<file path="src/pipe_stage_pkg.sv">
package pipe_stage_pkg;

    // Pipeline stage of a traced instruction
    // EMPTY marks a slot with no instruction in it
    typedef enum logic [2:0] {
        EMPTY     = 3'd0,
        FETCH     = 3'd1,
        DECODE    = 3'd2,
        EXECUTE   = 3'd3,
        MEMORY    = 3'd4,
        WRITEBACK = 3'd5
    } stage_t;

    // Instruction class carried with each instruction
    typedef enum logic [1:0] {
        OP_ALU    = 2'd0,
        OP_LOAD   = 2'd1,
        OP_STORE  = 2'd2,
        OP_BRANCH = 2'd3
    } opcode_t;

    // Number of pipeline stages, fetch through writeback
    // Also the issue to retire latency when nothing stalls
    localparam int NUM_STAGES = 5;

endpackage

</file>
<file path="src/trace_record_pkg.sv">
package trace_record_pkg;

    // Instruction id width
    localparam int ID_W = 8;

    // Per-record stall count width, saturates at all ones
    localparam int STALL_W = 8;

    // Register and event counter width
    localparam int CNT_W = 16;

    // Bits of the control register
    localparam int CTRL_EN_BIT  = 0;
    localparam int CTRL_CLR_BIT = 1;

    // Register map of the trace control block
    typedef enum logic [1:0] {
        REG_CTRL    = 2'd0,
        REG_RETIRED = 2'd1,
        REG_STALLS  = 2'd2,
        REG_DROPS   = 2'd3
    } reg_addr_t;

endpackage

</file>
<file path="src/trace_record_if.sv">
`timescale 1ns/1ns

// One retire record, passed from the tracker to the record FIFO
interface trace_record_if #(
    parameter int CYCLE_W = 16
);
    import pipe_stage_pkg::*;
    import trace_record_pkg::*;

    // Single-cycle strobe, fields valid only while it is high
    logic                valid;
    logic [ID_W-1:0]     id;
    opcode_t             opcode;
    logic [CYCLE_W-1:0]  fetch_cycle;
    logic [CYCLE_W-1:0]  retire_cycle;
    logic [STALL_W-1:0]  stall_cycles;

    modport source (
        output valid, id, opcode, fetch_cycle, retire_cycle, stall_cycles
    );

    modport sink (
        input valid, id, opcode, fetch_cycle, retire_cycle, stall_cycles
    );

endinterface

</file>
<file path="src/stage_tracker.sv">
`timescale 1ns/1ns

module stage_tracker #(
    parameter int CYCLE_W = 16
) (
    input  logic                              clk,
    input  logic                              rst,
    input  logic                              issue,
    input  logic [trace_record_pkg::ID_W-1:0] issue_id,
    input  pipe_stage_pkg::opcode_t           issue_opcode,
    input  logic                              stall,
    input  logic                              enable,
    output logic                              retire_pulse,
    output logic                              stall_cycle_pulse,
    trace_record_if.source                    rec
);
    import pipe_stage_pkg::*;
    import trace_record_pkg::*;

    // One slot per stage, indexed by the stage encoding
    logic                slot_occ    [1:NUM_STAGES];
    logic [ID_W-1:0]     slot_id     [1:NUM_STAGES];
    opcode_t             slot_opcode [1:NUM_STAGES];
    logic [CYCLE_W-1:0]  slot_fetch  [1:NUM_STAGES];
    logic [STALL_W-1:0]  slot_stall  [1:NUM_STAGES];

    // Free-running cycle count, wraps at CYCLE_W bits
    logic [CYCLE_W-1:0]  cycle_cnt;

    logic                retire_now;

    function automatic logic [STALL_W-1:0] stall_inc(input logic [STALL_W-1:0] cnt);
        return (&cnt) ? cnt : cnt + 1'b1;
    endfunction

    // Record only while tracing is enabled
    assign retire_now = slot_occ[WRITEBACK] && enable;

    always_ff @(posedge clk or posedge rst) begin
        if (rst) begin
            cycle_cnt <= '0;
        end else begin
            cycle_cnt <= cycle_cnt + 1'b1;
        end
    end

    // Occupancy per stage
    always_ff @(posedge clk or posedge rst) begin
        if (rst) begin
            for (int s = 1; s <= NUM_STAGES; s++) begin
                slot_occ[s] <= 1'b0;
            end
        end else begin
            // Back stages always drain
            slot_occ[WRITEBACK] <= slot_occ[MEMORY];
            slot_occ[MEMORY]    <= slot_occ[EXECUTE];
            // A stall sends a bubble into execute
            slot_occ[EXECUTE]   <= slot_occ[DECODE] && !stall;
            if (!stall) begin
                slot_occ[DECODE] <= slot_occ[FETCH];
                slot_occ[FETCH]  <= issue;
            end
        end
    end

    // Instruction payload moves with its occupancy bit
    always_ff @(posedge clk) begin
        slot_id[WRITEBACK]     <= slot_id[MEMORY];
        slot_opcode[WRITEBACK] <= slot_opcode[MEMORY];
        slot_fetch[WRITEBACK]  <= slot_fetch[MEMORY];
        slot_stall[WRITEBACK]  <= slot_stall[MEMORY];

        slot_id[MEMORY]        <= slot_id[EXECUTE];
        slot_opcode[MEMORY]    <= slot_opcode[EXECUTE];
        slot_fetch[MEMORY]     <= slot_fetch[EXECUTE];
        slot_stall[MEMORY]     <= slot_stall[EXECUTE];

        slot_id[EXECUTE]       <= slot_id[DECODE];
        slot_opcode[EXECUTE]   <= slot_opcode[DECODE];
        slot_fetch[EXECUTE]    <= slot_fetch[DECODE];
        slot_stall[EXECUTE]    <= slot_stall[DECODE];

        if (stall) begin
            // Front stages hold and their occupants are charged a cycle
            slot_stall[FETCH]  <= stall_inc(slot_stall[FETCH]);
            slot_stall[DECODE] <= stall_inc(slot_stall[DECODE]);
        end else begin
            slot_id[DECODE]     <= slot_id[FETCH];
            slot_opcode[DECODE] <= slot_opcode[FETCH];
            slot_fetch[DECODE]  <= slot_fetch[FETCH];
            slot_stall[DECODE]  <= slot_stall[FETCH];

            if (issue) begin
                slot_id[FETCH]     <= issue_id;
                slot_opcode[FETCH] <= issue_opcode;
                slot_fetch[FETCH]  <= cycle_cnt;
                slot_stall[FETCH]  <= '0;
            end
        end
    end

    // Retire strobes and the stall event pulse
    always_ff @(posedge clk or posedge rst) begin
        if (rst) begin
            rec.valid         <= 1'b0;
            retire_pulse      <= 1'b0;
            stall_cycle_pulse <= 1'b0;
        end else begin
            rec.valid         <= retire_now;
            retire_pulse      <= retire_now;
            stall_cycle_pulse <= stall && enable;
        end
    end

    // Record fields, taken from the writeback slot as it leaves
    always_ff @(posedge clk) begin
        if (retire_now) begin
            rec.id           <= slot_id[WRITEBACK];
            rec.opcode       <= slot_opcode[WRITEBACK];
            rec.fetch_cycle  <= slot_fetch[WRITEBACK];
            rec.retire_cycle <= cycle_cnt;
            rec.stall_cycles <= slot_stall[WRITEBACK];
        end
    end

endmodule

</file>
<file path="src/trace_ctrl_regs.sv">
`timescale 1ns/1ns

module trace_ctrl_regs (
    input  logic                               clk,
    input  logic                               rst,
    input  logic                               reg_wr,
    input  logic                               reg_rd,
    input  trace_record_pkg::reg_addr_t        reg_addr,
    input  logic [trace_record_pkg::CNT_W-1:0] reg_wdata,
    output logic [trace_record_pkg::CNT_W-1:0] reg_rdata,
    input  logic                               retire_pulse,
    input  logic                               stall_cycle_pulse,
    input  logic                               drop_pulse,
    output logic                               enable
);
    import trace_record_pkg::*;

    logic              ctrl_wr;
    logic              clear;
    logic [CNT_W-1:0]  retired_cnt;
    logic [CNT_W-1:0]  stall_cnt;
    logic [CNT_W-1:0]  drop_cnt;

    // Saturating increment
    function automatic logic [CNT_W-1:0] count_up(input logic [CNT_W-1:0] cnt,
                                                  input logic hit);
        return (hit && !(&cnt)) ? cnt + 1'b1 : cnt;
    endfunction

    assign ctrl_wr = reg_wr && (reg_addr == REG_CTRL);
    assign clear   = ctrl_wr && reg_wdata[CTRL_CLR_BIT];

    always_ff @(posedge clk or posedge rst) begin
        if (rst) begin
            enable <= 1'b1;
        end else if (ctrl_wr) begin
            enable <= reg_wdata[CTRL_EN_BIT];
        end
    end

    // Event counters, a clear wins over a same-cycle event
    always_ff @(posedge clk or posedge rst) begin
        if (rst) begin
            retired_cnt <= '0;
            stall_cnt   <= '0;
            drop_cnt    <= '0;
        end else if (clear) begin
            retired_cnt <= '0;
            stall_cnt   <= '0;
            drop_cnt    <= '0;
        end else begin
            retired_cnt <= count_up(retired_cnt, retire_pulse);
            stall_cnt   <= count_up(stall_cnt, stall_cycle_pulse);
            drop_cnt    <= count_up(drop_cnt, drop_pulse);
        end
    end

    // Registered readback, one cycle after the read strobe
    always_ff @(posedge clk or posedge rst) begin
        if (rst) begin
            reg_rdata <= '0;
        end else if (reg_rd) begin
            case (reg_addr)
                REG_CTRL:    reg_rdata <= {{(CNT_W-1){1'b0}}, enable};
                REG_RETIRED: reg_rdata <= retired_cnt;
                REG_STALLS:  reg_rdata <= stall_cnt;
                REG_DROPS:   reg_rdata <= drop_cnt;
                default:     reg_rdata <= '0;
            endcase
        end
    end

endmodule

</file>
<file path="src/retire_fifo.sv">
`timescale 1ns/1ns

module retire_fifo #(
    parameter int CYCLE_W    = 16,
    parameter int FIFO_DEPTH = 8
) (
    input  logic                                 clk,
    input  logic                                 rst,
    trace_record_if.sink                         rec,
    input  logic                                 pop,
    output logic                                 rec_valid,
    output logic [trace_record_pkg::ID_W-1:0]    rec_id,
    output pipe_stage_pkg::opcode_t              rec_opcode,
    output logic [CYCLE_W-1:0]                   rec_fetch_cycle,
    output logic [CYCLE_W-1:0]                   rec_retire_cycle,
    output logic [trace_record_pkg::STALL_W-1:0] rec_stall_cycles,
    output logic                                 drop_pulse
);
    import pipe_stage_pkg::*;
    import trace_record_pkg::*;

    localparam int AW = (FIFO_DEPTH > 1) ? $clog2(FIFO_DEPTH) : 1;

    logic [ID_W-1:0]     mem_id     [FIFO_DEPTH];
    opcode_t             mem_opcode [FIFO_DEPTH];
    logic [CYCLE_W-1:0]  mem_fetch  [FIFO_DEPTH];
    logic [CYCLE_W-1:0]  mem_retire [FIFO_DEPTH];
    logic [STALL_W-1:0]  mem_stall  [FIFO_DEPTH];

    logic [AW-1:0]       wr_ptr;
    logic [AW-1:0]       rd_ptr;
    logic [AW:0]         fill;
    logic                full;
    logic                push;
    logic                do_pop;

    function automatic logic [AW-1:0] next_ptr(input logic [AW-1:0] ptr);
        return (ptr == AW'(FIFO_DEPTH - 1)) ? '0 : ptr + 1'b1;
    endfunction

    assign full      = (fill == (AW+1)'(FIFO_DEPTH));
    assign rec_valid = (fill != '0);
    assign push      = rec.valid && !full;
    assign do_pop    = pop && rec_valid;

    // Head of the queue
    assign rec_id           = mem_id[rd_ptr];
    assign rec_opcode       = mem_opcode[rd_ptr];
    assign rec_fetch_cycle  = mem_fetch[rd_ptr];
    assign rec_retire_cycle = mem_retire[rd_ptr];
    assign rec_stall_cycles = mem_stall[rd_ptr];

    always_ff @(posedge clk) begin
        if (push) begin
            mem_id[wr_ptr]     <= rec.id;
            mem_opcode[wr_ptr] <= rec.opcode;
            mem_fetch[wr_ptr]  <= rec.fetch_cycle;
            mem_retire[wr_ptr] <= rec.retire_cycle;
            mem_stall[wr_ptr]  <= rec.stall_cycles;
        end
    end

    always_ff @(posedge clk or posedge rst) begin
        if (rst) begin
            wr_ptr     <= '0;
            rd_ptr     <= '0;
            fill       <= '0;
            drop_pulse <= 1'b0;
        end else begin
            if (push) begin
                wr_ptr <= next_ptr(wr_ptr);
            end
            if (do_pop) begin
                rd_ptr <= next_ptr(rd_ptr);
            end
            fill       <= fill + (AW+1)'(push) - (AW+1)'(do_pop);
            // A record that finds the queue full is lost
            drop_pulse <= rec.valid && full;
        end
    end

endmodule

</file>
<file path="src/pipe_trace_top.sv">
`timescale 1ns/1ns

module pipe_trace_top #(
    parameter int CYCLE_W    = 16,
    parameter int FIFO_DEPTH = 8
) (
    input  logic                                 clk,
    input  logic                                 rst,
    input  logic                                 issue,
    input  logic [trace_record_pkg::ID_W-1:0]    issue_id,
    input  pipe_stage_pkg::opcode_t              issue_opcode,
    input  logic                                 stall,
    input  logic                                 pop,
    input  logic                                 reg_wr,
    input  logic                                 reg_rd,
    input  trace_record_pkg::reg_addr_t          reg_addr,
    input  logic [trace_record_pkg::CNT_W-1:0]   reg_wdata,
    output logic                                 rec_valid,
    output logic [trace_record_pkg::ID_W-1:0]    rec_id,
    output pipe_stage_pkg::opcode_t              rec_opcode,
    output logic [CYCLE_W-1:0]                   rec_fetch_cycle,
    output logic [CYCLE_W-1:0]                   rec_retire_cycle,
    output logic [trace_record_pkg::STALL_W-1:0] rec_stall_cycles,
    output logic [trace_record_pkg::CNT_W-1:0]   reg_rdata
);

    logic enable;
    logic retire_pulse;
    logic stall_cycle_pulse;
    logic drop_pulse;

    // Retire records from tracker to queue
    trace_record_if #(.CYCLE_W(CYCLE_W)) rec_if ();

    stage_tracker #(
        .CYCLE_W(CYCLE_W)
    ) u_tracker (
        .clk               (clk),
        .rst               (rst),
        .issue             (issue),
        .issue_id          (issue_id),
        .issue_opcode      (issue_opcode),
        .stall             (stall),
        .enable            (enable),
        .retire_pulse      (retire_pulse),
        .stall_cycle_pulse (stall_cycle_pulse),
        .rec               (rec_if.source)
    );

    trace_ctrl_regs u_regs (
        .clk               (clk),
        .rst               (rst),
        .reg_wr            (reg_wr),
        .reg_rd            (reg_rd),
        .reg_addr          (reg_addr),
        .reg_wdata         (reg_wdata),
        .reg_rdata         (reg_rdata),
        .retire_pulse      (retire_pulse),
        .stall_cycle_pulse (stall_cycle_pulse),
        .drop_pulse        (drop_pulse),
        .enable            (enable)
    );

    retire_fifo #(
        .CYCLE_W    (CYCLE_W),
        .FIFO_DEPTH (FIFO_DEPTH)
    ) u_fifo (
        .clk              (clk),
        .rst              (rst),
        .rec              (rec_if.sink),
        .pop              (pop),
        .rec_valid        (rec_valid),
        .rec_id           (rec_id),
        .rec_opcode       (rec_opcode),
        .rec_fetch_cycle  (rec_fetch_cycle),
        .rec_retire_cycle (rec_retire_cycle),
        .rec_stall_cycles (rec_stall_cycles),
        .drop_pulse       (drop_pulse)
    );

endmodule

</file>
<file path="config.mk">
export PLATFORM = sky130hd
export DESIGN_NAME = pipe_trace_top
export DESIGN_NICKNAME = d
export VERILOG_FILES = /design/src/pipe_stage_pkg.sv /design/src/trace_record_pkg.sv /design/src/trace_record_if.sv /design/src/stage_tracker.sv /design/src/trace_ctrl_regs.sv /design/src/retire_fifo.sv /design/src/pipe_trace_top.sv
export SDC_FILE = /design/constraint.sdc
export NUM_CORES = 1
export LEC_CHECK = 0
export CAP_MARGIN = 20
export CELL_PAD_IN_SITES_DETAIL_PLACEMENT = 0
export CELL_PAD_IN_SITES_GLOBAL_PLACEMENT = 1
export CORE_ASPECT_RATIO = 2
export CORE_MARGIN = 4
export CORE_UTILIZATION = 38
export CTS_CLUSTER_SIZE = 8
export DETAILED_ROUTE_END_ITERATION = 12
export DONT_BUFFER_PORTS = 1
export GPL_TIMING_DRIVEN = 0
export PLACE_DENSITY_LB_ADDON = 0.25
export SLEW_MARGIN = 15
export SYNTH_ARGS = -nofsm -noshare
export SYNTH_HDL_FRONTEND = slang
export SYNTH_SLANG_ARGS = --single-unit
</file>
<file path="constraint.sdc">
create_clock -name clk -period 11.25 [get_ports clk]
set_clock_uncertainty 0.05 [all_clocks]
set_input_delay 2.25 -clock clk [delete_from_list [all_inputs] [get_ports clk]]
set_output_delay 2.25 -clock clk [all_outputs]
set_load 0.01 [all_outputs]
</file>
Word-level counts from Yosys, hierarchy flattened

Memory sizes are Yosys's and may differ from the RTL's. A register that Yosys moved wholly into a read port is not among the register bits.
Index checks and enable logic that the tools add are counted.

Add/subtract/negate cells: 10
Equal/unequal tests: 6
Muxes and demuxes: 21
Bitwise operators: 2
Reduce and logical (&&, ||, !) cells: 26

Operator list:

| kind                                                 | count |
|---|---|
| 2-to-1 mux 16 bit                                    | 6 |
| adder 16 x 1 -> 16 bit (second input constant)       | 4 |
| one-hot mux 16 bit (4 select lines)                  | 1 |
| AND reduction 16 bit                                 | 3 |
| 2-to-1 mux 8 bit                                     | 4 |
| adder 8 x 1 -> 8 bit (second input constant)         | 2 |
| AND reduction 8 bit                                  | 2 |
| logical AND 1 bit                                    | 11 |
| 2-to-1 mux 1 bit                                     | 8 |
| adder 3 x 1 -> 3 bit (second input constant)         | 2 |
| equality test 3 bit (second input constant)          | 2 |
| 2-to-1 mux 3 bit                                     | 2 |
| nonzero test 2 bit                                   | 3 |
| zero test 1 bit                                      | 5 |
| adder 4 x 1 -> 4 bit                                 | 1 |
| equality test 2 bit (second input constant)          | 2 |
| equality test 4 bit (second input constant)          | 1 |
| nonzero test 4 bit                                   | 1 |
| subtractor 4 x 1 -> 4 bit                            | 1 |
| equality test 2 x 1 -> 1 bit (second input constant) | 1 |
| zero test 2 bit                                      | 1 |
| OR 1 bit                                             | 2 |

Register bits: 115
RAM bits: 570
Input bits: 35
Output and inout bits: 67
Logic and storage cells: 92
Memories: 9

Memories:

| name                 | depth | bits a word | read ports | clocked after Yosys merged registers in | wr ports | line                | RTL |
|---|---|---|---|---|---|---|---|
| u_fifo.mem_fetch     | 8     | 16          | 1          | 0                                       | 1        | retire_fifo.sv:26   | `logic [CYCLE_W-1:0] mem_fetch [FIFO_DEPTH];` |
| u_fifo.mem_retire    | 8     | 16          | 1          | 0                                       | 1        | retire_fifo.sv:27   | `logic [CYCLE_W-1:0] mem_retire [FIFO_DEPTH];` |
| u_tracker.slot_fetch | 5     | 16          | 5          | 1                                       | 5        | stage_tracker.sv:24 | `logic [CYCLE_W-1:0] slot_fetch [1:NUM_STAGES];` |
| u_fifo.mem_id        | 8     | 8           | 1          | 0                                       | 1        | retire_fifo.sv:24   | `logic [ID_W-1:0] mem_id [FIFO_DEPTH];` |
| u_fifo.mem_stall     | 8     | 8           | 1          | 0                                       | 1        | retire_fifo.sv:28   | `logic [STALL_W-1:0] mem_stall [FIFO_DEPTH];` |
| u_tracker.slot_id    | 5     | 8           | 5          | 1                                       | 5        | stage_tracker.sv:22 | `logic [ID_W-1:0] slot_id [1:NUM_STAGES];` |
| +3 memories          | n/a   | n/a         | n/a        | n/a                                     | n/a      | n/a                 |  |

Logic depth before layout (Yosys ltp)

Gate-level depths: netlist (run 1).

Depth after elaboration: 5
Gate-level depth with buffers: 11

Hierarchy

Synthesis (run 1) repeated with hierarchy kept, for this count alone.

Cell total of the unflattened synthesis: 1379
Area total of the unflattened synthesis: 26150.1 sq um

By module, submodules not included:

| module          | instances | cells an instance | area each (sq um) | sequential area each (sq um) |
|---|---|---|---|---|
| retire_fifo     | 1         | 640               | 15656.3           | 12286.8 |
| stage_tracker   | 1         | 357               | 6869.1            | 6160.9 |
| trace_ctrl_regs | 1         | 382               | 3624.7            | 1627.8 |

Worst setup path before layout (run 1)

Ideal clock, no wire load.

Path kind: register -> register
Start: reg u_fifo.fill[2]
End: mem u_fifo.mem_fetch[0][0], enable pin
Setup time: 519 ps
Arrival: 4379 ps
Required time: 10681 ps
Slack: 6302 ps
Cell stages (with the launch flop): 7
Cell sequence: dfrtp_1 -> inv_1 -> ha_1 -> a21o_1 -> inv_1 -> nand2b_1 -> nor3_1

Cells in the longest elaborated chain, start to end: 5

RTL lines:

| element                                | line              | RTL |
|---|---|---|
| start, declared                        | retire_fifo.sv:32 | `logic [AW:0] fill;` |
| start signal, assigned                 | retire_fifo.sv:76 | `fill <= fill + (AW+1)'(push) - (AW+1)'(do_pop);` |
| equality test 4 bit                    | retire_fifo.sv:41 | `assign full = (fill == (AW+1)'(FIFO_DEPTH));` |
| zero test 1 bit                        | retire_fifo.sv:43 | `assign push = rec.valid && !full;` |
| logical AND 1 bit                      | retire_fifo.sv:43 |  |
| net u_fifo.push                        | retire_fifo.sv:34 | `logic push;` |
| 2-to-1 mux 1 bit                       | retire_fifo.sv:54 | `if (push) begin` |
| 2-to-1 mux 1 bit (implied by the code) | retire_fifo.sv:57 | `mem_fetch[wr_ptr] <= rec.fetch_cycle;` |
| end, declared                          | retire_fifo.sv:26 |  |

The timed path passes the listed nets, and every way through them passes these cells.

Worst setup path in the final report (run 1)

Start: reg u_fifo.rd_ptr[1]
End: out rec_stall_cycles[6] in the netlist's numbering

Cells in the longest elaborated chain, start to end: 1

RTL lines:

| element                | line                 | RTL |
|---|---|---|
| start, declared        | retire_fifo.sv:31    | `logic [AW-1:0] rd_ptr;` |
| start signal, assigned | retire_fifo.sv:74    | `rd_ptr <= next_ptr(rd_ptr);` |
| memory (8 x 8 bit)     | n/a                  |  |
| end, declared          | pipe_trace_top.sv:23 | `output logic [trace_record_pkg::STALL_W-1:0] rec_stall_cycles,` |

No other way between the ends.

==> results of run 1 <==
-- placed cells by master (no fill, tap or decap), types with 26 or more instances in the layout --
master     instances
a21oi_1           51
nand3_1           33
dfrtp_1           98
nor2_1            51
edfxtp_1         518
mux4_2           101
o21ai_0           26
clkbuf_16        102
clkbuf_1         110
nand2_1           36
mux2_2            71
dfxtp_1          102
-- per-layer routing --
metal  vias to the layer above  part of all wire  GRT usage
li1                       5745                 -          -
met3                        92             0.043    0.03504
met1                      6536              0.37     0.1756
met2                       216              0.55     0.2948
met4                         2             0.030    0.06338
met5                         -           0.00023          0
-- critical path, cell delays in order, from the launching register on --
cell and delay [ns]:
dfrtp_1 0.37, clkbuf_1 0.40, buf_1 0.73, mux4_2 0.42
mux2_2 0.38
-- cells by family (layout without fill, tap and decap cells) --
family | after synthesis | count (layout) | share of synthesized area
DFF | 719 | 719 | 0.7724
and+or+nand+nor | 233 | 233 | 0.04718
muxes | 176 | 176 | 0.1198
AOI/OAI and AO/OA | 128 | 128 | 0.03052
buffers and inverters | 73 | 292 | 0.01112
xor gates and xnor gates | 31 | 31 | 0.01045
adders and majority gates | 17 | 17 | 0.008473
-- report_power, final --
group | internal, mW | switching, mW
Sequential | 3.00 | 0.109
Clock | 1.69 | 1.06
Combinational | 0.575 | 0.716
Total | 5.26 | 1.89
-- final cells by class --
type	count	area, sq um	area share
clock inverter	4	53.80	0.001755
multi-input combinational	585	5697	0.1858
clock buffer	180	2845	0.09282
inverter	22	88.84	0.002898
buffer	51	206.4	0.006735
timing repair buffer	35	574.3	0.01873
sequential	719	20080	0.6549
tap	890	1114	0.03633
-- state kept, by name, summed over array words and instances, names as in the netlist, 40 cells and up --
signal,flops
u_tracker.slot_fetch,80
u_fifo.mem_retire,128
u_fifo.mem_id,64
u_tracker.slot_stall,40
u_fifo.mem_stall,64
u_tracker.slot_id,40
u_fifo.mem_fetch,128
-- worst paths after layout --
check                      cells after the start                     from                 endpoint  slack, ns
max reg2reg                                    9           u_fifo.fill[2]  u_fifo.mem_retire[0][2]       8.29
min                                            0  u_tracker.slot_id[3][5]  u_tracker.slot_id[4][5]       0.27
min reg2reg                                    0  u_tracker.slot_id[3][5]  u_tracker.slot_id[4][5]       0.27
max                                            4         u_fifo.rd_ptr[1]      rec_stall_cycles[6]       6.00
max in group asynchronous                      2                      rst    u_tracker.slot_occ[4]       9.06
min in group asynchronous                      1                      rst       u_regs.drop_cnt[5]       1.42
==> qor.csv, run 1 <==
metric,value,unit
Final min period,5.248,ns
placed insts,2301,
asr flop ratio synth,0.1377,
PostCTS Resize Cnt,0,
global route total overflow,0,
Worst setup SP type,flop,
postcts setup bufs,0,
TNS Setup,0,ns
syn nets,1429,
fillers,5759,
worst skew pair latency,0.64,ns
Setup CP Type,reg -> out,
Initial Util,0.3837,
CTS max path bufs,3,
Core ar.,67730,sq um
Area contributors post-synth,"edfxtp_1 (60%), dfrtp_1 (9.4%), mux4_2 (8.8%)",
unrepaired setup endpoints after global routing,false,
total number of vias,12591,
utilization after layout,0.4526,
WHS,0.2668,ns
WL per Instance,23.02,microns
initial antenna violation count,1,
share of layout cells above drive strength 1,0.2162,
Worst-Margin Slew,0.9306,ns
Main synth FF type,edfxtp_1,
# Max-Cap Violations,0,
"Data arrival, critical path",2.95,ns
Die W,192.9,microns
dpl hpwl,37510,microns
most frequent cell after synthesis,edfxtp_1,
synth-to-layout area growth,17.95,%
Pins Over Slew Limit,0,
CTS tree,yes,
Max VDD drop,0.0001380,V
ANT nets after route,0,
io pins,102,
Post-synth top cells,"edfxtp_1 (518), dfxtp_1 (102), mux4_2 (101)",
vias in the first global route,13766,
Finished Cell Area,30650,sq um
Slew HR,0.3762,
Mapped Cells,1377,
final period utilization,0.4665,
Iter 0 DRT Violations,789,
die area,72900,sq um
sequential share of the synthesized area,0.7724,
Die H,377.9,microns
largest fanout on the critical path,10,
drt pass-1 iters,5,
DRC,0,
endpoints failing setup,0,
"non-filler cells, final",2486,
gr usage total,0.1596,
first-pass GRT wire length,85780,microns
total power,7.154,mW
TritonCTS Buffers,99,
Worst EP required,8.95,ns
Ys Warns,0,
PwrDens,233.4,nW/um^2
row count,135,
leading area contributor after synthesis,edfxtp_1,
H-tree depth,3,
largest net degree at the start of global routing,61,
routed vias/inst,5.065,
mapped cell area,25990,sq um
Worst Hold Class,reg -> reg,
mean post-synth cell area,18.87,sq um
static leakage,10.49,nW
placed cell area,27740,sq um
CTS root buffer,clkbuf_16,
fmax,190.6,MHz
Critical Path End Type,output port,
final worst setup slack,6.002,ns
Final nets,1565,
final RePlAce weighted congestion,0.8099,
CTS Hold Bufs,0,
status,completed,
Yosys reg bits,719,
final hold viol count,0,
Place WS,6.592,ns
Worst-path clk slew,0.05,ns
share of the synthesized area in the top cell type,0.5985,
post-synth cell types,50,
IO buf count,0,
number of synthesized flops with an enable pin,518,
ant diodes,0,
Clock Sinks,719,
total wire length,57220,microns
Note: power is estimated with default switching activity, not from simulation.
==> run 2: changes to the inputs <==
--- a/config.mk
+++ b/config.mk
@@ -5,6 +5,7 @@
 export SDC_FILE = /design/constraint.sdc
 export NUM_CORES = 1
 export LEC_CHECK = 0
+export ABC_AREA = 1
 export CAP_MARGIN = 20
 export CELL_PAD_IN_SITES_DETAIL_PLACEMENT = 0
 export CELL_PAD_IN_SITES_GLOBAL_PLACEMENT = 1
==> constraint.sdc (replaced) <==
create_clock -name clk -period 4.35 [get_ports clk]
set_clock_uncertainty 0.05 [all_clocks]
set_input_delay 0.87 -clock clk [delete_from_list [all_inputs] [get_ports clk]]
set_output_delay 0.87 -clock clk [all_outputs]
set_load 0.01 [all_outputs]
==> run 2 against run 1 <==
Effect of this change:
- sequential power rose to 2.6 times the previous value
- hold slack got worse by 0.22 ns
- highest routed layer unchanged
- largest power group unchanged
- sequential share of layout area down 2.1 points
- critical path type unchanged
- cell area up 3.4%
- power rose to 2.7 times the previous value
- sequential cell count did not move
- critical path depth rose by 4
==> qor.csv, run 2 <==
metric,value,unit
status,completed,
Place WS,1.018,ns
H-tree depth,3,
Worst setup SP type,flop,
placed cell area,28800,sq um
ANT nets after route,0,
Final min period,3.915,ns
TritonCTS Buffers,99,
vias in the first global route,17939,
"Data arrival, critical path",3.00,ns
Worst EP required,3.43,ns
worst reg2reg endpoint,u_fifo.fill[2],
final hold viol count,0,
reg2reg setup slack,1.70,ns
static leakage,11.76,nW
placed insts,3236,
Main synth FF type,edfxtp_1,
Iter 0 DRT Violations,1130,
most frequent cell after synthesis,edfxtp_1,
Multi-input gate area,6367,sq um
total wire length,71920,microns
first-pass GRT wire length,107000,microns
Worst Hold Class,in -> async,
die area,76120,sq um
CTS tree,yes,
# Max-Cap Violations,0,
share of layout cells above drive strength 1,0.07450,
gr usage total,0.1879,
Area contributors post-synth,"edfxtp_1 (57%), dfrtp_1 (9.0%), dfxtp_1 (7.5%)",
Core ar.,70790,sq um
post-synth cell types,37,
CTS max path bufs,3,
Slew HR,0.4447,
Worst-path clk slew,0.05,ns
top flop regs,"u_fifo.mem_fetch x128, u_fifo.mem_retire x128, u_tracker.slot_fetch x80",
Die W,197.1,microns
"non-filler cells, final",3421,
largest fanout on the critical path,10,
CTS root buffer,clkbuf_16,
initial antenna violation count,3,
syn nets,2358,
sequential share of the synthesized area,0.7387,
register area,20080,sq um
leading area contributor after synthesis,edfxtp_1,
routed vias/inst,5.048,
Setup CP Type,reg -> out,
postcts setup bufs,0,
Die H,386.2,microns
PwrDens,612.0,nW/um^2
Mapped Cells,2306,
synth-to-layout area growth,16.60,%
endpoints failing setup,0,
final RePlAce weighted congestion,0.8341,
fmax,255.4,MHz
total power,19.39,mW
Critical Path End Type,output port,
final worst setup slack,0.4346,ns
WL per Instance,21.02,microns
Finished Cell Area,31690,sq um
CTS Hold Bufs,0,
largest net degree at the start of global routing,59,
utilization after layout,0.4476,
Pins Over Slew Limit,0,
dpl hpwl,48110,microns
worst skew pair latency,0.65,ns
most frequent cells in the layout,"edfxtp_1 (518), nand2_1 (442), nor2_1 (381), o21ai_0 (315), clkbuf_1 (132)",
global route total overflow,0,
final period utilization,0.9001,
row count,138,
mapped cell area,27180,sq um
mean post-synth cell area,11.79,sq um
IO buf count,0,
drt pass-1 iters,5,
number of synthesized flops with an enable pin,518,
Yosys reg bits,719,
reg2reg start,u_fifo.fill[2],
fillers,6446,
Max VDD drop,0.0004064,V
FF-to-FF path depth,10,
Clock Sinks,719,
unrepaired setup endpoints after global routing,false,
total number of vias,17268,
Worst-Margin Slew,0.8330,ns
Final nets,2479,
"most common cell after layout, fill and taps aside",edfxtp_1,
Initial Util,0.3839,
PostCTS Resize Cnt,0,
io pins,102,
asr flop ratio synth,0.1377,
DRC,0,
Ys Warns,0,
share of the synthesized area in the top cell type,0.5723,
Post-synth top cells,"edfxtp_1 (518), nand2_1 (442), nor2_1 (389)",
-- run 2: cell types whose count changed after synthesis, sizes merged, moves of 17 or more --
cell,before,now
nand2,36,445
nor2,57,399
o21ai,26,357
mux4,101,0
inv,21,102
mux2,71,0
nand3,33,75
a21oi,51,21
buf,17,40
clkbuf,34,54
or3,19,0
nand3b,0,17
-- run 2: stage by stage --
step	TNS, ns	hold WS [ns]
after floorplan	0	0.2596
after global placement	-736.36	0.2605
after detailed placement	0	0.2621
after CTS	0	0.02192
after global routing	0	0.04692
final	0	0.04876
-- run 2: worst max-delay path by stage --
stage	startpoint	end	slack (ns)	cells after the start
global placement	u_fifo.fill[2]	u_fifo.mem_id[2][1]	-1.86	7
global route	u_fifo.rd_ptr[0]	rec_stall_cycles[6]	0.24	8
finish	u_fifo.rd_ptr[0]	rec_stall_cycles[6]	0.43	8
detailed placement	u_fifo.rd_ptr[0]	rec_stall_cycles[6]	1.02	8
floorplan	u_fifo.fill[2]	u_fifo.mem_fetch[0][0]	0.82	7
CTS	u_fifo.rd_ptr[0]	rec_stall_cycles[6]	0.31	8
-- run 2: logic make-up after synthesis --
family | synth area share
buffers and inverters | 0.02923
AO/OA/AOI/OAI | 0.07127
flip-flops | 0.7387
XOR/XNOR | 0.009990
adder cells (fa/ha/maj) | 0.008103
AND/OR/NAND/NOR | 0.1427
-- run 2: layout make-up --
class / count / area share
well taps: 910 / 0.03593
multi-input cells: 1390 / 0.2009
plain buffers: 94 / 0.01291
flip-flops and latches: 719 / 0.6335
clock inverters: 4 / 0.001935
inverters: 103 / 0.01244
clock buffers: 180 / 0.08912
repair buffers: 20 / 0.01311
diodes: 1 / 0.00007897
-- run 2: worst max-delay path, stage by stage, from the launching register on --
cell and delay [ns]:
dfrtp_1 0.46, inv_1 0.18, buf_2 0.35, buf_2 0.36
buf_2 0.37, nor2_1 0.18, o21ai_1 0.16, nand2_1 0.06
nand2_1 0.21
-- run 2: power breakdown --
part | total (mW) | leakage, nW | internal [mW] | switching [mW]
clock network | 7.11 | 1.37 | 4.33 | 2.78
logic | 4.29 | 3.45 | 1.08 | 3.21
registers | 7.99 | 6.95 | 7.77 | 0.220
total | 19.4 | 11.8 | 13.2 | 6.21
-- run 2: per-layer routing --
layer,vias to the layer above,GRT usage,wire [microns]
met1,8435,0.1950,25610
li1,8142,-,-
met3,163,0.03681,3661
met4,4,0.08571,3159
met5,-,0,21
met2,524,0.3597,39470
==> run 3: changes to the inputs <==
--- a/config.mk
+++ b/config.mk
@@ -12,6 +12,7 @@
 export CORE_ASPECT_RATIO = 2
 export CORE_MARGIN = 4
 export CORE_UTILIZATION = 38
+export CTS_BUF_LIST = sky130_fd_sc_hd__clkbuf_8 sky130_fd_sc_hd__clkbuf_16
 export CTS_CLUSTER_SIZE = 8
 export DETAILED_ROUTE_END_ITERATION = 12
 export DONT_BUFFER_PORTS = 1
==> constraint.sdc (replaced) <==
create_clock -name clk -period 4.2 [get_ports clk]
set_clock_uncertainty 0.05 [all_clocks]
set_input_delay 0.84 -clock clk [delete_from_list [all_inputs] [get_ports clk]]
set_output_delay 0.84 -clock clk [all_outputs]
set_load 0.01 [all_outputs]
==> run 3 against run 2 <==
Effect of this change:
- via count increased by 0.23%
- setup slack got worse by 0.14 ns
- largest cell class unchanged
- critical path type unchanged
- wire length hardly changed
- sequential cell count unchanged
- register-to-register slack got worse by 0.15 ns
- power increased by 2.7%
- non-clock buffer count increased by 1
- global-route usage about the same
- die area unchanged
==> qor.csv, run 3 (synthesis gave the netlist of run 2 again) <==
metric,value,unit
placed cell area,28800,sq um
fmax,256.3,MHz
Worst EP required,3.31,ns
TritonCTS Buffers,99,
Final nets,2480,
row count,138,
die area,76120,sq um
initial antenna violation count,3,
CTS root buffer,clkbuf_16,
status,completed,
Worst setup SP type,flop,
CP dominant cell by count,buf_2,
endpoints failing setup,0,
gr usage total,0.1880,
critical path's slowest cell,dfrtp_1,
Core ar.,70790,sq um
CTS tree,yes,
largest fanout on the critical path,10,
Final min period,3.901,ns
Initial Util,0.3839,
most frequent cells in the layout,"edfxtp_1 (518), nand2_1 (442), nor2_1 (381), o21ai_0 (315), inv_1 (177)",
CTS max path bufs,3,
Worst-Margin Slew,0.8185,ns
"CP delay by family, top",buffers and inverters,
io pins,102,
Place WS,0.8979,ns
final RePlAce weighted congestion,0.8341,
worst skew pair latency,0.65,ns
PwrDens,628.1,nW/um^2
"Data arrival, critical path",3.01,ns
WL per Instance,21.01,microns
top flop regs,"u_fifo.mem_fetch x128, u_fifo.mem_retire x128, u_tracker.slot_fetch x80",
Slew HR,0.4520,
global route total overflow,0,
static leakage,12.09,nW
first-pass GRT wire length,107000,microns
DRC,0,
drt pass-1 iters,7,
vias in the first global route,17953,
dpl hpwl,48110,microns
H-tree depth,3,
Setup CP Type,reg -> out,
Worst-path clk slew,0.05,ns
"most common cell after layout, fill and taps aside",edfxtp_1,
Die H,386.2,microns
final period utilization,0.9289,
WHS,0.2306,ns
total wire length,71900,microns
total number of vias,17308,
largest net degree at the start of global routing,59,
routed vias/inst,5.058,
"slowest stage delay, CP",0.46,ns
final hold viol count,0,
total power,19.91,mW
critical-path cell list,"inv_1, buf_2, buf_2, buf_2, nor2_1, o21ai_1, nand2_1, nand2_1",
Max VDD drop,0.0004217,V
ANT nets after route,0,
Pins Over Slew Limit,0,
Critical Path End Type,output port,
Die W,197.1,microns
Finished Cell Area,31700,sq um
IO buf count,0,
synth-to-layout area growth,16.63,%
Worst Hold Class,in -> reg,
# Max-Cap Violations,0,
Clock Sinks,719,
unrepaired setup endpoints after global routing,false,
final worst setup slack,0.2985,ns
share of layout cells above drive strength 1,0.07447,
Iter 0 DRT Violations,1146,
WP buf/inv,4,
## run 3: cell types whose count changed in the layout (fill, tap and decap cells not counted)
cell           delta
inv_1            +79
dlygate4sd3_1     +1
clkbuf_1         -79
## run 3: layer usage
metal | part of all wire | track usage | wire length [microns]
met1 | 0.35 | 0.1949 | 25460
met2 | 0.55 | 0.3599 | 39420
met3 | 0.054 | 0.03690 | 3855
met4 | 0.044 | 0.08571 | 3140
met5 | 0.00029 | 0 | 21
## run 3: path summary, 6_finish.rpt
kind,end,start,slack [ns],depth (start not counted)
min,u_tracker.slot_opcode[1][1],issue_opcode[1],0.23,0
max in group asynchronous,u_regs.enable,rst,2.70,3
min reg2reg,u_tracker.slot_fetch[5][4],u_tracker.slot_fetch[4][4],0.27,0
min in group asynchronous,u_fifo.rd_ptr[0],rst,0.69,2
max reg2reg,u_fifo.fill[2],u_fifo.fill[2],1.55,10
max,rec_stall_cycles[6],u_fifo.rd_ptr[0],0.30,8
## run 3: layout make-up
type                            instances  area, sq um
Fill cell                            6445        39100
Antenna cell                            1        2.502
Sequential cell                       719        20080
Tap cell                              910         1139
Buffer                                 94        409.1
Clock inverter                         83        357.8
Clock buffer                          101         2527
Multi-Input combinational cell       1390         6367
Inverter                              103        394.1
Timing Repair Buffer                   21        425.4
## run 3: timing repair
action / CTS / global route
hold buffers: 1 / 0
endpoints found under the setup margin: 0 / 0
buffers inserted: 0 / 0
hold endpoints to repair: 2 / 0
gates resized for setup: 0 / 0
## run 3: stage by stage
stage | TNS [ns] | instances | utilization
2_1_floorplan | 0 | 2306 | -
3_3_place_gp | -809.08 | 3216 | 0.4000
3_5_place_dp | 0 | 3236 | 0.4068
4_1_cts | 0 | 3421 | 0.4477
5_1_grt | 0 | 3421 | 0.4477
6_report | 0 | 3422 | 0.4478
## run 3: worst reg2reg max path: cells and delay by family, from the launching register on
kind | cells | cell delay [ns]
buffers and inverters | 3 | 0.29
xor gates and xnor gates | 1 | 0.17
and+or+nand+nor | 2 | 0.59
DFF | 1 | 0.36
adders and majority gates | 4 | 1.06
## run 3: where the power goes
part           leakage (nW)  internal [mW]  switching, mW
clock network          1.69           4.29           2.90
logic                  3.45           1.12           3.32
registers              6.95           8.05          0.228
